**src/source/chess_pkg.sv**
```systemverilog
/* chess board view definitions */

package chess_pkg;

  // board geometry, in squares and pixels
  localparam int board_n    = 8;
  localparam int square_pix = 28;
  localparam int origin_x   = 8;   // top-left corner of the board
  localparam int origin_y   = 8;
  localparam int mark_len   = 4;   // arm length of a cursor bracket

  // piece kind, low 3 bits of a board entry
  typedef enum logic [2:0] {
    none   = 3'd0,
    pawn   = 3'd1,
    knight = 3'd2,
    bishop = 3'd3,
    rook   = 3'd4,
    queen  = 3'd5,
    king   = 3'd6
  } piece_kind_t;

  // one board entry, side bit on top
  typedef struct packed {
    logic        black;  // 1 = black side
    piece_kind_t kind;
  } piece_t;

  // colour codes sent with each plotted pixel
  typedef enum logic [2:0] {
    dark_square  = 3'd0,
    light_square = 3'd1,
    white_piece  = 3'd2,
    black_piece  = 3'd3,
    marker       = 3'd4
  } pixel_colour_t;

  // frame sequencer states
  typedef enum logic [2:0] {
    idle   = 3'd0,
    load   = 3'd1,  // step to next square
    fetch  = 3'd2,  // wait for board memory read
    draw   = 3'd3,  // one pixel per cycle
    finish = 3'd4
  } draw_state_t;

endpackage

```
**src/source/draw_if.sv**
```systemverilog
/* draw control to datapath link */

`timescale 1ns/1ps

interface draw_if;

  logic       load_square;  // advance to next square
  logic       count_en;     // step pixel counters
  logic       clear_frame;  // start of a new frame
  logic [2:0] view_x;
  logic [2:0] view_y;
  logic [4:0] count_x;
  logic [4:0] count_y;
  logic       square_done;  // last pixel of current square
  logic       last_square;  // square (7,7)

  modport ctrl (
    output load_square, count_en, clear_frame,
    input  square_done, last_square
  );

  modport walker (
    input  load_square, count_en, clear_frame,
    output view_x, view_y, count_x, count_y, square_done, last_square
  );

  modport shade (
    input view_x, view_y, count_x, count_y, count_en
  );

endinterface

```
**src/source/board_memory.sv**
```systemverilog
/* board piece memory */

`timescale 1ns/1ps

module board_memory (
  input  logic             clk,
  input  logic             wr_en,
  input  logic [2:0]       wr_x,
  input  logic [2:0]       wr_y,
  input  chess_pkg::piece_t wr_piece,
  input  logic [2:0]       rd_x,
  input  logic [2:0]       rd_y,
  output chess_pkg::piece_t rd_piece
);

  localparam int depth = chess_pkg::board_n * chess_pkg::board_n;

  chess_pkg::piece_t mem [depth];  // row * 8 + column

  always_ff @(posedge clk) begin
    if (wr_en)
      mem[{wr_y, wr_x}] <= wr_piece;
    rd_piece <= mem[{rd_y, rd_x}];  // one cycle read
  end

endmodule

```
**src/source/chess_board_view.sv**
```systemverilog
/* chess board view top */

`timescale 1ns/1ps

module chess_board_view (
  input  logic                     clk,
  input  logic                     resetn,
  input  logic                     start,
  input  logic                     select,
  input  logic [2:0]               cursor_x,
  input  logic [2:0]               cursor_y,
  input  logic                     wr_en,
  input  logic [2:0]               wr_x,
  input  logic [2:0]               wr_y,
  input  chess_pkg::piece_t        wr_piece,
  output logic                     plot,
  output logic [8:0]               x_out,
  output logic [7:0]               y_out,
  output chess_pkg::pixel_colour_t colour,
  output logic                     busy,
  output logic                     done
);

  draw_if dif ();

  logic [8:0]        x_pos;
  logic [7:0]        y_pos;
  chess_pkg::piece_t piece;  // entry for the square being drawn

  draw_control u_control (
    .clk    (clk),
    .resetn (resetn),
    .start  (start),
    .busy   (busy),
    .done   (done),
    .d      (dif.ctrl)
  );

  square_walker u_walker (
    .clk    (clk),
    .resetn (resetn),
    .d      (dif.walker),
    .x_pos  (x_pos),
    .y_pos  (y_pos)
  );

  board_memory u_board (
    .clk      (clk),
    .wr_en    (wr_en),
    .wr_x     (wr_x),
    .wr_y     (wr_y),
    .wr_piece (wr_piece),
    .rd_x     (dif.view_x),
    .rd_y     (dif.view_y),
    .rd_piece (piece)
  );

  pixel_shader u_shader (
    .clk      (clk),
    .resetn   (resetn),
    .d        (dif.shade),
    .piece    (piece),
    .cursor_x (cursor_x),
    .cursor_y (cursor_y),
    .select   (select),
    .x_pos    (x_pos),
    .y_pos    (y_pos),
    .plot     (plot),
    .x_out    (x_out),
    .y_out    (y_out),
    .colour   (colour)
  );

endmodule

```
**src/source/draw_control.sv**
```systemverilog
/* frame draw sequencer */

`timescale 1ns/1ps

module draw_control (
  input  logic clk,
  input  logic resetn,
  input  logic start,
  output logic busy,
  output logic done,
  draw_if.ctrl d
);

  chess_pkg::draw_state_t state;
  chess_pkg::draw_state_t state_next;

  always_comb begin
    state_next = state;
    case (state)
      chess_pkg::idle: begin
        if (start)
          state_next = chess_pkg::load;
      end
      chess_pkg::load: begin
        state_next = chess_pkg::fetch;
      end
      chess_pkg::fetch: begin
        state_next = chess_pkg::draw;  // piece is valid from here on
      end
      chess_pkg::draw: begin
        if (d.square_done) begin
          if (d.last_square)
            state_next = chess_pkg::finish;
          else
            state_next = chess_pkg::load;
        end
      end
      chess_pkg::finish: begin
        state_next = chess_pkg::idle;
      end
      default: begin
        state_next = chess_pkg::idle;
      end
    endcase
  end

  always_ff @(posedge clk) begin
    if (!resetn) begin
      state <= chess_pkg::idle;
      busy  <= 1'b0;
      done  <= 1'b0;
    end else begin
      state <= state_next;
      // one stage late, lines up with the registered plot stream
      busy  <= (state == chess_pkg::load) || (state == chess_pkg::fetch) ||
               (state == chess_pkg::draw);
      done  <= (state == chess_pkg::finish);
    end
  end

  assign d.clear_frame = (state == chess_pkg::idle) && start;  // frame entry
  assign d.load_square = (state == chess_pkg::load);
  assign d.count_en    = (state == chess_pkg::draw);

endmodule

```
**src/source/pixel_shader.sv**
```systemverilog
/* per pixel colour selection */

`timescale 1ns/1ps

module pixel_shader (
  input  logic                     clk,
  input  logic                     resetn,
  draw_if.shade                    d,
  input  chess_pkg::piece_t        piece,
  input  logic [2:0]               cursor_x,
  input  logic [2:0]               cursor_y,
  input  logic                     select,
  input  logic [8:0]               x_pos,
  input  logic [7:0]               y_pos,
  output logic                     plot,
  output logic [8:0]               x_out,
  output logic [7:0]               y_out,
  output chess_pkg::pixel_colour_t colour
);

  localparam logic [4:0] edge_hi = 5'(chess_pkg::square_pix - 1);
  localparam logic [4:0] arm_lo  = 5'(chess_pkg::mark_len);
  localparam logic [4:0] arm_hi  = 5'(chess_pkg::square_pix - 1 - chess_pkg::mark_len);

  logic [4:0] inset;       // glyph box margin, shrinks with kind
  logic [4:0] box_hi;
  logic       on_cursor;
  logic       on_bracket;
  logic       in_glyph;
  chess_pkg::pixel_colour_t colour_next;

  assign inset  = 5'd13 - {1'b0, piece.kind, 1'b0};
  assign box_hi = edge_hi - inset;

  assign on_cursor  = select && (d.view_x == cursor_x) && (d.view_y == cursor_y);
  assign on_bracket = ((d.count_y == 5'd0 || d.count_y == edge_hi) &&
                       (d.count_x < arm_lo || d.count_x > arm_hi)) ||
                      ((d.count_x == 5'd0 || d.count_x == edge_hi) &&
                       (d.count_y < arm_lo || d.count_y > arm_hi));
  assign in_glyph   = (piece.kind != chess_pkg::none) &&
                      (d.count_x >= inset) && (d.count_x <= box_hi) &&
                      (d.count_y >= inset) && (d.count_y <= box_hi);

  always_comb begin
    if (on_cursor && on_bracket)
      colour_next = chess_pkg::marker;  // marker beats everything
    else if (in_glyph)
      colour_next = piece.black ? chess_pkg::black_piece : chess_pkg::white_piece;
    else if (d.view_x[0] == d.view_y[0])
      colour_next = chess_pkg::light_square;  // even parity
    else
      colour_next = chess_pkg::dark_square;
  end

  always_ff @(posedge clk) begin
    if (!resetn)
      plot <= 1'b0;
    else
      plot <= d.count_en;
  end

  // pixel payload, qualified by plot
  always_ff @(posedge clk) begin
    x_out  <= x_pos;
    y_out  <= y_pos;
    colour <= colour_next;
  end

endmodule

```
**src/source/square_walker.sv**
```systemverilog
/* square and pixel position counters */

`timescale 1ns/1ps

module square_walker (
  input  logic       clk,
  input  logic       resetn,
  draw_if.walker     d,
  output logic [8:0] x_pos,
  output logic [7:0] y_pos
);

  localparam logic [4:0] count_last = 5'(chess_pkg::square_pix - 1);
  localparam logic [2:0] view_last  = 3'(chess_pkg::board_n - 1);

  logic [8:0] base_x;       // left edge of current square
  logic [7:0] base_y;       // top edge of current square
  logic       first_square; // first load of a frame keeps (0,0)

  always_ff @(posedge clk) begin
    if (!resetn) begin
      d.view_x     <= 3'd0;
      d.view_y     <= 3'd0;
      d.count_x    <= 5'd0;
      d.count_y    <= 5'd0;
      base_x       <= 9'(chess_pkg::origin_x);
      base_y       <= 8'(chess_pkg::origin_y);
      first_square <= 1'b1;
    end else if (d.clear_frame) begin
      d.view_x     <= 3'd0;
      d.view_y     <= 3'd0;
      d.count_x    <= 5'd0;
      d.count_y    <= 5'd0;
      base_x       <= 9'(chess_pkg::origin_x);
      base_y       <= 8'(chess_pkg::origin_y);
      first_square <= 1'b1;
    end else begin
      if (d.load_square) begin
        if (first_square) begin
          first_square <= 1'b0;
        end else if (d.view_x == view_last) begin
          d.view_x <= 3'd0;  // wrap to next row
          d.view_y <= d.view_y + 3'd1;
          base_x   <= 9'(chess_pkg::origin_x);
          base_y   <= base_y + 8'(chess_pkg::square_pix);
        end else begin
          d.view_x <= d.view_x + 3'd1;
          base_x   <= base_x + 9'(chess_pkg::square_pix);
        end
      end
      if (d.count_en) begin
        if (d.count_x == count_last) begin
          d.count_x <= 5'd0;
          d.count_y <= (d.count_y == count_last) ? 5'd0 : d.count_y + 5'd1;
        end else begin
          d.count_x <= d.count_x + 5'd1;
        end
      end
    end
  end

  assign d.square_done = (d.count_x == count_last) && (d.count_y == count_last);
  assign d.last_square = (d.view_x == view_last) && (d.view_y == view_last);

  assign x_pos = base_x + 9'(d.count_x);
  assign y_pos = base_y + 8'(d.count_y);

endmodule

```
**config.mk**
```make
export PLATFORM = sky130hd
export DESIGN_NAME = chess_board_view
export DESIGN_NICKNAME = d
export VERILOG_FILES = /design/src/source/chess_pkg.sv /design/src/source/draw_if.sv /design/src/source/board_memory.sv /design/src/source/chess_board_view.sv /design/src/source/draw_control.sv /design/src/source/pixel_shader.sv /design/src/source/square_walker.sv
export SDC_FILE = /design/constraint.sdc
export NUM_CORES = 1
export LEC_CHECK = 0
export BUFFER_PORTS_ARGS = -buffer_cell sky130_fd_sc_hd__buf_2
export CORE_MARGIN = 2
export CORE_UTILIZATION = 45
export CTS_BUF_LIST = sky130_fd_sc_hd__clkbuf_16
export CTS_CLUSTER_DIAMETER = 100
export CTS_CLUSTER_SIZE = 10
export DETAILED_ROUTE_END_ITERATION = 7
export SLEW_MARGIN = 20
export SYNTH_ARGS = -nofsm -noshare
export SYNTH_HDL_FRONTEND = slang
export SYNTH_SLANG_ARGS = --single-unit
```
**constraint.sdc**
```tcl
create_clock -name clk -period 6.9 [get_ports clk]
set_clock_uncertainty 0.15 [all_clocks]
set_input_delay 0.345 -clock clk [delete_from_list [all_inputs] [get_ports clk]]
set_output_delay 0.345 -clock clk [all_outputs]
set_load 0.02 [all_outputs]
```
* After elaboration in Yosys (flattened, before gate mapping)
Memory sizes are Yosys's and may differ from the RTL's. A register that Yosys moved wholly into a read port is not among the register bits.
Index checks and enable logic that the tools add are counted.
** Storage, ports and cells
- Bits of input ports :: 21
- Register bits :: 60
- Memories :: 1
- Memory bits (writable) :: 256
- Output and inout port bits :: 23
- Logic and storage cells :: 89
** Memory list
- u_board.mem :: words 64, bits a word 4, rd ports 1, clocked after memory_dff 1, write ports 1, line board_memory.sv:18 : chess_pkg::piece_t mem [depth];
** Cells by class
- Mux-type cells :: 13
- Reduce and logical (&&, ||, !) cells :: 28
- Bitwise logic cells :: 2
- $lt $le $gt $ge :: 8
- Eq/ne operators :: 13
- Add/sub/neg operators :: 10
** Operators by type and width (count)
- 2-to-1 mux 3 bit :: 5
- logical AND 1 bit :: 12
- case mux 3 bit (4 select lines) :: 1
- adder 5 x 1 -> 5 bit (second input constant) :: 2
- equality test 5 bit (second input constant) :: 2
- greater-or-equal comparator 5 bit :: 2
- > comparator 5 bit (second input constant) :: 2
- <= comparator 5 bit :: 2
- logical NOT 5 bit :: 2
- less-than comparator 5 x 3 -> 1 bit (second input constant) :: 2
- 2-to-1 mux 5 bit :: 2
- adder 9 x 5 -> 9 bit :: 1
- adder 9 x 5 -> 9 bit (second input constant) :: 1
- equality test 3 bit (second input constant) :: 3
- 2-to-1 mux 9 bit :: 1
- adder 8 x 5 -> 8 bit :: 1
- adder 8 x 5 -> 8 bit (second input constant) :: 1
- logical OR 1 bit :: 7
- adder 3 x 1 -> 3 bit (second input constant) :: 2
- equality test 3 x 2 -> 1 bit (second input constant) :: 2
- equality test 3 bit :: 2
- AND reduction 2 bit :: 3
- subtractor 4 x 4 -> 5 bit (first input constant) :: 1
- subtractor 5 bit (first input constant) :: 1
- 9 further kinds :: 14

* Depth between registers and ports, before layout
Gate-level depths: netlist of run 1.
- Depth after elaboration :: 7
- Gate-level depth with buffers :: 11
- Mapped depth without buffers :: 11

* Hierarchy
From an unflattened synthesis of run 1, not the netlist that was laid out.
** Unflattened totals
- Cells, all modules :: 837
- Area, all modules :: 13337.8 um^2
** By module, submodules not included
- board_memory :: cells each 521, area an instance 10407.5 um^2, times used 1, seq. area each 7767.4 um^2
- square_walker :: cells each 196, area an instance 1715.4 um^2, times used 1, seq. area each 600.6 um^2
- pixel_shader :: cells each 99, area an instance 1001.0 um^2, times used 1, seq. area each 420.4 um^2
- draw_control :: cells each 21, area an instance 214.0 um^2, times used 1, seq. area each 100.1 um^2

* Least setup slack after synthesis of run 1
Ideal clock, no wire load.
- Path kind :: reg-to-reg
- Start :: register, netlist name u_board.rd_piece[0]
- End :: register u_shader.colour[0]
- Library setup time :: 0.070 ns
- Required time :: 6.680 ns
- Arrival time :: 2.178 ns
- Buffers on the path :: 0
- Period minus slack after synthesis :: 2.397 ns
- Cell stages (with the launch flop) :: 10
- Path slack :: 4.503 ns
- Cells stage by stage :: dfxtp_1 > inv_1 > ha_1 > ha_1 > a21oi_1 > nand2_1 > maj3_1 > a21o_1 > a311o_1 > a21oi_1
** On the way
- Cells in the longest elaborated chain, start to end :: 7
- Elaborated cells between the ends (all ways) :: 12
- Those cells by class :: add/sub (2); order compare (4); mux (1); reduce/logical (5)
** Ends and longest elaborated chain
- subtractor 4 x 4 -> 5 bit :: line pixel_shader.sv:32 : assign inset = 5'd13 - {1'b0, piece.kind, 1'b0};
- subtractor 5 bit / greater-or-equal comparator 5 bit (equally long branches) :: line pixel_shader.sv:33, pixel_shader.sv:41
- <= comparator 5 bit / logical AND 1 bit (equally long branches) :: line pixel_shader.sv:41, pixel_shader.sv:40
- logical AND 1 bit (2 in series) :: line pixel_shader.sv:41 : (d.count_x >= inset) && (d.count_x <= box_hi) &&
- logical AND 1 bit * :: line pixel_shader.sv:42 : (d.count_y >= inset) && (d.count_y <= box_hi);
- 2-to-1 mux 3 bit * :: line pixel_shader.sv:47 : else if (in_glyph)
- end signal: assignment :: line pixel_shader.sv:66 : colour <= colour_next;
- end: declaration :: line pixel_shader.sv:18 : output chess_pkg::pixel_colour_t colour
Mark *: on every way between the ends. The rest lies on a longest branch, timed or not.
A chain may end at the register's enable or synchronous reset.

* Worst setup path after layout of run 1
- Start :: register u_walker.d.view_x[1]
- End :: register u_walker.base_y[7]
** On the way
- Cells in the longest elaborated chain, start to end :: 2
** Ends and longest elaborated chain
- start: declaration :: line draw_if.sv:24 : output view_x, view_y, count_x, count_y, square_done, last_square
- start signal: assignment :: line square_walker.sv:47 : d.view_x <= d.view_x + 3'd1;
- equality test 3 bit :: line square_walker.sv:41 : end else if (d.view_x == view_last) begin
- AND reduction 3 bit (no line)
- end signal: assignment :: line square_walker.sv:27 : base_y <= 8'(chess_pkg::origin_y);
- end signal: assignment :: line square_walker.sv:35 : base_y <= 8'(chess_pkg::origin_y);
- end signal: assignment :: line square_walker.sv:45 : base_y <= base_y + 8'(chess_pkg::square_pix);
- end: declaration :: line square_walker.sv:17 : logic [7:0] base_y;
Every way passes these cells.

==> reports/results.ini, run 1 <==
[run_status]
status = completed

[synth]
synth.yosys.warnings = 0
ys.flop_type = edfxtp_1
yosys-top-cells-area = edfxtp_1 59%, dfxtp_1 9.2%, mux4_2 8.8%
ys_seq_area_frac = 0.677
synth_cells = 862
synth_edf_count = 256
synth_fp_nets = 914
yosysUniqueCellTypes = 54
yosysMostFrequentCell = edfxtp_1
synthTopCellsByCount = 256 x edfxtp_1, 103 x nor2_1, 60 x dfxtp_1, 51 x mux4_2, 40 x nand2_1
synth_area_sq_um = 13100
ys_ff_latch = 316
ys_async_sr_fraction = 0
avgSynthCellArea_sq_um = 15.2
synth_top_area_frac = 0.586
synth_area_leader_cell = edfxtp_1

[finish]
seqCellArea_sq_um = 8900
area_growth_pct = 12.4
fin_area_sq_um = 14800
finalNetCount = 964
multiInputGateArea_sq_um = 3970
antenna_cells = 0
fillers = 2428
drive_gt1_frac = 0.166
final_util = 0.514

[sta]
tightest_slew_ps = 941
drv_slew = 0
slew_headroom = 0.373
period_minus_slack_ps = 3110
timing.fmax_ghz = 0.322
fin_crit_sh = 0.450
tns_ps = 0
rsz0062_at_grt = false
finalSetupViolations = 0
hold_viol = 0

[routing]
dr.pass1.iters = 5
post_drt_via_cell_ratio = 5.50
postRouteAntennaNets = 0
wl_per_cell_um = 20.9
wirelength_mm = 27.5
first_iter_violations = 635
num_vias = 7238
drc = 0

[global_route]
grt_max_degree = 65
grt_pass1_wl_mm = 42.9
grt_pass1_vias = 7242
antenna_found_initial = 0
grt.overflow.total = 0
globalRouteTotalUtil = 0.185

[setup_path]
cp.arrival_ps = 3320
endpoint_kind = flip-flop
cp_top_family = flip-flops
worstSetupStartpointType = flip-flop
slowest_stage = dfxtp_4
crit_required_ps = 7120
startpoint = u_walker.d.view_x[1]$_SDFFE_PP0P_
path_cells = buf_4, ha_1, ha_1, and2_1, o31ai_1, or2_1, xor2_1, nor2_1
slowest_delay_ps = 950
cp_max_fo = 62
crit_type = flip-flop to flip-flop
critPathBufInv = 1
timing.reg2reg.setup_slack_ps = 3790
crit_top_cell = ha_1
rr_startpoint = u_walker.d.view_x[1]$_SDFFE_PP0P_

[clock_tree]
cts_root_buffer = clkbuf_16
cts.repair.resized = 0
cts_buffer_depth = 3
cts_tree = done
postCtsSetupRepairBufs = 0
cts_hold_buf = 2
h-tree-depth = 2
cts.clk_slew.worst_paths_ps = 60
insertion_delay_ps = 530
cts.sinks = 316
numCtsBuffers = 37

[placed_design]
gp_congestion = 0.793
placed_area_sq_um = 13700
port_buffers = 43
hpwl_mm = 17.8

[worst_hold_path]
holdCritStartpoint = cursor_y[2]
min_path_type = input pin to flip-flop

[floorplan]
initial_core_util = 0.457
die_h_um = 175
fp-row-count = 62
core_area_sq_um = 28700
pin_count = 44
die-area_sq_um = 30500
die_w_um = 175

[power_and_ir_drop]
total_power_mw = 3.89
ir_drop_mv = 0.255
power_density_nw_per_um2 = 263
power_leakage_nw = 4.89

[job]
timing.max_cap.violations = 0

worst paths after layout:
kind	endpoint	depth (start not counted)
worst min register to register	u_shader.y_out[1]$_DFF_P_	0
worst max register to register	u_walker.base_y[7]$_SDFFE_PP0P_	8
worst max-delay path	u_walker.base_y[7]$_SDFFE_PP0P_	8
worst min-delay path	u_shader.colour[2]$_SDFF_PP1_	4
cell families after synthesis:
family	after synthesis	synth area share
buffers and inverters	60	0.0211
AND/OR/NAND/NOR	243	0.0880
adder cells (fa/ha/maj)	32	0.0309
flip-flops	316	0.677
AO/OA/AOI/OAI	97	0.0499
XOR/XNOR	33	0.0220
multiplexers	81	0.111
sequential cells by signal (all words and copies together), names as in the netlist:
register / flops
u_control.state: 3
u_control.done: 1
u_shader.plot: 1
u_walker.base_y: 6
u_shader.colour: 3
u_shader.y_out: 8
u_control.busy: 1
u_walker.d.count_y: 5
u_board.rd_piece: 4
u_walker.first_square: 1
u_walker.d.view_y: 3
u_walker.d.count_x: 5
u_walker.d.view_x: 3
u_shader.x_out: 9
u_walker.base_x: 7
u_board.mem: 256
power breakdown:
| part | internal [mW] | leakage (nW) | switching (mW) |
|---|---|---|---|
| Sequential | 2.07 | 2.79 | 0.00758 |
| Clock | 0.997 | 0.575 | 0.715 |
| Combinational | 0.0269 | 1.52 | 0.0671 |
| Total | 3.10 | 4.89 | 0.789 |
metrics by stage:
stage	hold WS (ps)	setup WS, ps	std cells
floorplan	233	4500	862
global placement	265	3780	1255
detailed placement	266	3720	1255
CTS	28.0	3710	1315
global route	55.4	3550	1315
finish	48.0	3790	1315
worst min-delay path, cell delays in order:
cell and delay (ps):
buf_2 90, xnor2_1 60, nand3_1 60, nor3b_1 80
layer usage:
metal | GRT usage | up-vias | share of wire
li1 | - | 3394 | -
met1 | 0.267 | 3561 | 0.46
met3 | 0.0320 | 47 | 0.057
met4 | 0.0483 | 0 | 0.020
met5 | 0 | - | 0
met2 | 0.292 | 236 | 0.46
final cells by class:
type	instances	area share
flip-flops and latches	316	0.603
clock inverters	21	0.00780
inverters	17	0.00432
repair buffers	54	0.0209
well taps	384	0.0326
multi-input cells	486	0.269
clock buffers	37	0.0628
placed cells by master, fill, tap and decap left out, types with 4 or more instances in the layout:
cell type / netlist / layout
o22ai_1: 4 / 4
a21oi_1: 28 / 28
inv_1: 17 / 35
o221ai_1: 4 / 4
nand3b_1: 5 / 5
clkbuf_16: 0 / 37
mux2_2: 5 / 5
nand2_1: 40 / 40
mux2i_1: 25 / 25
xor2_1: 15 / 15
a41o_1: 4 / 4
and2_1: 5 / 5
buf_2: 14 / 41
a22oi_1: 14 / 14
o21ai_0: 10 / 10
or3_1: 4 / 4
nand4_1: 7 / 7
xnor2_1: 18 / 18
mux4_2: 51 / 51
a221oi_1: 4 / 4
a31oi_1: 5 / 5
nor2_1: 103 / 103
ha_1: 30 / 30
edfxtp_1: 256 / 256
nand2b_1: 9 / 9
and3_1: 4 / 4
nand3_1: 18 / 18
a211oi_1: 10 / 10
buf_4: 7 / 11
nor3_1: 14 / 14
nor2b_1: 19 / 19
dfxtp_1: 60 / 58
Power figures use the tool's default switching activity.
==> inputs of run 2 (changes only) <==
==> constraint.sdc (replaced) <==
create_clock -name clk -period 3.1 [get_ports clk]
set_clock_uncertainty 0.15 [all_clocks]
set_input_delay 0.155 -clock clk [delete_from_list [all_inputs] [get_ports clk]]
set_output_delay 0.155 -clock clk [all_outputs]
set_load 0.02 [all_outputs]
==> run 2 against run 1 <==
Compared with the run above: cell count increased by 0.99%; clock power increased by 120%; highest routed layer unchanged; worst setup slack got worse by 3500 ps; maximum frequency increased by 11%; critical endpoint is now u_shader.colour[0]$_SDFF_PP0_; count of clock-buffer cells in the layout increased by 1; design area increased by 1.4%; wire length increased by 0.79%; via count increased by 2.6%.
==> reports/results.ini, run 2 (same netlist as run 1, synthesis figures left out) <==
[run_status]
status = completed

[sta]
drv_slew = 0
timing.fmax_ghz = 0.357
finalSetupViolations = 0
fin_crit_sh = 0.904
rsz0062_at_grt = false
slew_headroom = 0.393
hold_viol = 0
tns_ps = 0
period_minus_slack_ps = 2800
tightest_slew_ps = 910

[placed_design]
port_buffers = 43
gp_congestion = 0.810
placed_area_sq_um = 13800
hpwl_mm = 18.6

[routing]
dr.pass1.iters = 6
num_vias = 7428
wirelength_mm = 27.7
wl_per_cell_um = 20.9
post_drt_via_cell_ratio = 5.59
drc = 0
first_iter_violations = 719
postRouteAntennaNets = 0

[power_and_ir_drop]
combPwrFrac = 0.025
p_clk_frac = 0.441
power_density_nw_per_um2 = 580
ir_drop_mv = 0.404
switching_power_mw = 1.73
total_power_mw = 8.68
power.share.switching = 0.199
power_leakage_nw = 4.96
seqPwrFrac = 0.534
intPower_mw = 6.95

[setup_path]
cp.arrival_ps = 3020
endpoint_kind = flip-flop
ff2ff_path_depth = 7
path_cells = buf_12, buf_4, xnor2_1, nand4_1, dlygate4sd3_1, nor3b_1, a21oi_1
crit_required_ps = 3320
worst-path-stages = 7
critPathBufInv = 3
worstSetupStartpointType = flip-flop
crit_type = flip-flop to flip-flop
cp_max_fo = 33
cp_top_family = buffers and inverters
slowest_delay_ps = 600
slowest_stage = dfxtp_4

[finish]
area_growth_pct = 14.0
reg_top3 = u_board.mem (256), u_shader.x_out (9), u_shader.y_out (8)
drive_gt1_frac = 0.182
finalNetCount = 985
final_util = 0.521
fin_area_sq_um = 15000
final_cell_mix = 256 x edfxtp_1, 103 x nor2_1, 58 x dfxtp_1, 51 x mux4_2, 41 x buf_2
antenna_cells = 0
largest-register = u_board.mem
largest_register_ffs = 256
final_common_cell = edfxtp_1

[worst_hold_path]
min_path_type = input pin to flip-flop
hold_depth = 3

[clock_tree]
cts.sinks = 316
cts.clk_slew.worst_paths_ps = 60
numCtsBuffers = 37
insertion_delay_ps = 520
postCtsSetupRepairBufs = 0
cts_tree = done
cts_buffer_depth = 3
cts_root_buffer = clkbuf_16
h-tree-depth = 2

[floorplan]
fp-row-count = 62
core_area_sq_um = 28700
initial_core_util = 0.457
die_h_um = 175
die_w_um = 175
pin_count = 44
die-area_sq_um = 30500

[global_route]
globalRouteTotalUtil = 0.186
antenna_found_initial = 0
grt.overflow.total = 0
grt_pass1_wl_mm = 43.4
grt_pass1_vias = 7443
grt_max_degree = 65

[job]
timing.max_cap.violations = 0

run 2: cell types whose count changed in the layout (fill, tap and decap cells not counted), sizes merged:
cell / previous run / this run
buf: 52 / 68
inv: 37 / 27
dlygate4sd3: 2 / 7
clkbuf: 37 / 38
clkinv: 0 / 1
run 2: layer usage:
metal	routed length, um	track usage	up-vias	part of all wire
li1	-	-	3428	-
met4	588	0.0563	0	0.021
met5	0	0	-	0
met3	1870	0.0294	44	0.068
met1	12500	0.273	3688	0.45
met2	12800	0.289	268	0.46
run 2: what timing repair did:
action / in CTS / in global routing
endpoints found under the hold margin: 38 / 0
hold buffers: 7 / 0
gates resized for setup: 0 / 0
run 2: path summary, 6_finish.rpt:
check / from / endpoint / slack (ps)
worst max-delay path: u_walker.d.view_x[1]$_SDFFE_PP0P_ / u_shader.colour[0]$_SDFF_PP0_ / 300
worst min-delay path: wr_y[0] / u_board.mem[62][0]$_DFFE_PP_ / 10
worst max register to register: u_walker.d.view_x[1]$_SDFFE_PP0P_ / u_shader.colour[0]$_SDFF_PP0_ / 300
worst min register to register: u_walker.d.count_y[1]$_SDFFE_PP0P_ / u_shader.y_out[1]$_DFF_P_ / 280
run 2: final cells by class:
class                      instances  area [sq um]
tap                              384           480
fill                            2412         13700
clock buffer                      38           951
sequential                       316          8900
multi-input combinational        486          3970
timing repair buffer              75           503
inverter                          17          63.8
clock inverter                    12           100
run 2: metrics by stage:
step	setup slack, ps	std cells	hold WS (ps)
after CTS	283	1328	0.843
after global routing	68.8	1328	31.1
after detailed placement	480	1271	271
final	299	1328	13.5
after floorplan	703	862	104
after global placement	536	1271	282
run 2: worst reg2reg max path, cell delays in order (launching register included):
cell and delay [ps]:
dfxtp_4 600, buf_12 290, buf_4 320, xnor2_1 160, nand4_1 100, dlygate4sd3_1 570
nor3b_1 390, a21oi_1 80
run 2: power groups by stage:
stage	registers (mW)	logic [mW]	clock network (mW)
after floorplan	4.71	0.106	0
after global placement	4.72	0.213	0
after detailed placement	4.72	0.215	0
after CTS	4.63	0.222	3.93
after global routing	4.63	0.243	4.10
final	4.63	0.220	3.83
==> inputs of run 3 (changes only) <==
--- a/config.mk
+++ b/config.mk
@@ -12,6 +12,7 @@
 export CTS_CLUSTER_DIAMETER = 100
 export CTS_CLUSTER_SIZE = 10
 export DETAILED_ROUTE_END_ITERATION = 7
+export SETUP_SLACK_MARGIN = 0.5
 export SLEW_MARGIN = 20
 export SYNTH_ARGS = -nofsm -noshare
 export SYNTH_HDL_FRONTEND = slang
==> run 3 against run 2 <==
Compared with the run above: sequential share of layout area fell by 0.43 points; non-clock buffer count grew 7; worst setup slack better by 250 ps; global-route usage is 0.053 points higher; critical path type unchanged; critical endpoint unchanged.
==> reports/results.ini, run 3 (same netlist as run 1, synthesis figures left out) <==
[run_status]
status = completed

[global_route]
grt.overflow.total = 0
grt_pass1_vias = 7456
grt_pass1_wl_mm = 43.5
antenna_found_initial = 0
globalRouteTotalUtil = 0.187
grt_max_degree = 65

[power_and_ir_drop]
power_density_nw_per_um2 = 577
ir_drop_mv = 0.404
power_leakage_nw = 5.01

[sta]
tightest_slew_ps = 917
fin_crit_sh = 0.822
tns_ps = 0
timing.fmax_ghz = 0.392
drv_slew = 0
rsz0062_at_grt = true
finalSetupViolations = 0
slew_headroom = 0.388
period_minus_slack_ps = 2550
hold_viol = 0

[placed_design]
hpwl_mm = 18.6
gp_congestion = 0.810
port_buffers = 43

[floorplan]
pin_count = 44
fp-row-count = 62
core_area_sq_um = 28700
die_h_um = 175
die_w_um = 175
initial_core_util = 0.457
die-area_sq_um = 30500

[setup_path]
timing.reg2reg.setup_slack_ps = 550
worstSetupStartpointType = flip-flop
r2r_end = u_shader.colour[0]$_SDFF_PP0_
crit_type = flip-flop to flip-flop
cp.arrival_ps = 2840
crit_required_ps = 3390
rr_startpoint = u_board.rd_piece[0]$_DFF_P_
cp_max_fo = 5
cp-endpoint = u_shader.colour[0]$_SDFF_PP0_
startpoint = u_board.rd_piece[0]$_DFF_P_
ff2ff_path_depth = 9
endpoint_kind = flip-flop

[finish]
final_util = 0.525
fillers = 2398
drive_gt1_frac = 0.193
largest-register = u_board.mem
area_growth_pct = 14.8
antenna_cells = 0
final_common_cell = edfxtp_1
reg_top3 = u_board.mem (256), u_shader.x_out (9), u_shader.y_out (8)
final_cell_mix = 256 x edfxtp_1, 103 x nor2_1, 58 x dfxtp_1, 51 x mux4_2, 41 x buf_2
multiInputGateArea_sq_um = 4010
seqCellArea_sq_um = 8900
finalNetCount = 992
largest_register_ffs = 256

[clock_tree]
cts.clk_slew.worst_paths_ps = 60
cts_buffer_depth = 3
cts_tree = done
numCtsBuffers = 37
insertion_delay_ps = 520
cts_root_buffer = clkbuf_16
cts.sinks = 316
h-tree-depth = 2

[worst_hold_path]
min_path_type = input pin to flip-flop
hold_depth = 3

[routing]
drc = 0
postRouteAntennaNets = 0
dr.pass1.iters = 5
post_drt_via_cell_ratio = 5.55
wl_per_cell_um = 21.0
wirelength_mm = 28.1
first_iter_violations = 687
num_vias = 7411

[job]
timing.max_cap.violations = 0

-- run 3: cell types whose count changed in the layout (fill, tap and decap cells not counted), sizes merged --
cell,before,now
buf,68,73
dlygate4sd3,7,9
-- run 3: layer usage --
| metal | vias up | global-route usage | part of all wire |
|---|---|---|---|
| met4 | 0 | 0.0576 | 0.023 |
| met1 | 3687 | 0.272 | 0.45 |
| met2 | 237 | 0.290 | 0.46 |
| met5 | - | 0 | 0 |
| li1 | 3441 | - | - |
| met3 | 46 | 0.0302 | 0.064 |
-- run 3: timing repair --
item,4_1_cts,5_1_grt
pin swaps,0,5
resized for setup,2,5
hold buffers,9,0
setup endpoints to repair,1,3
endpoints found under the hold margin,38,0
gates cloned,0,0
buffers inserted,0,5
-- run 3: through the flow --
step	hold WS [ps]	cell area, sq um	total power, mW	setup WS (ps)	instances
after global routing	31.1	15100	8.99	384	1335
final	15.4	15100	8.69	552	1335
after detailed placement	271	13800	4.93	480	1271
after floorplan	104	13100	4.82	703	862
after global placement	282	13800	4.93	536	1271
after CTS	0.843	15000	8.78	540	1330
-- run 3: power breakdown --
| part | internal [mW] | switching [mW] |
|---|---|---|
| Combinational | 0.0738 | 0.155 |
| Sequential | 4.61 | 0.0161 |
| Clock | 2.27 | 1.56 |
| Total | 6.96 | 1.74 |
-- run 3: area by class of cell --
| class | count | area share |
|---|---|---|
| clock buffer | 38 | 0.0631 |
| clock inverter | 12 | 0.00664 |
| inverter | 17 | 0.00423 |
| multi-input combinational | 486 | 0.266 |
| sequential | 316 | 0.590 |
| tap | 384 | 0.0319 |
| timing repair buffer | 82 | 0.0379 |
-- run 3: worst min-delay path by stage --
stage,start,to,slack [ps]
floorplan,wr_piece[0],u_board.mem[0][0]$_DFFE_PP_,100
global placement,u_walker.d.count_y[1]$_SDFFE_PP0P_,u_shader.y_out[1]$_DFF_P_,280
detailed placement,u_walker.d.count_y[1]$_SDFFE_PP0P_,u_shader.y_out[1]$_DFF_P_,270
CTS,wr_y[0],u_board.mem[62][0]$_DFFE_PP_,0.8
global route,wr_y[0],u_board.mem[62][1]$_DFFE_PP_,30
finish,wr_y[0],u_board.mem[61][0]$_DFFE_PP_,20
-- run 3: critical path, cell delays in order, from the launching register on --
cell and delay (ps):
dfxtp_1 370, inv_2 90, ha_4 270, ha_1 320
a21oi_1 140, nand2_1 70, maj3_1 350, a21o_1 210
a311o_1 360, a21oi_2 130
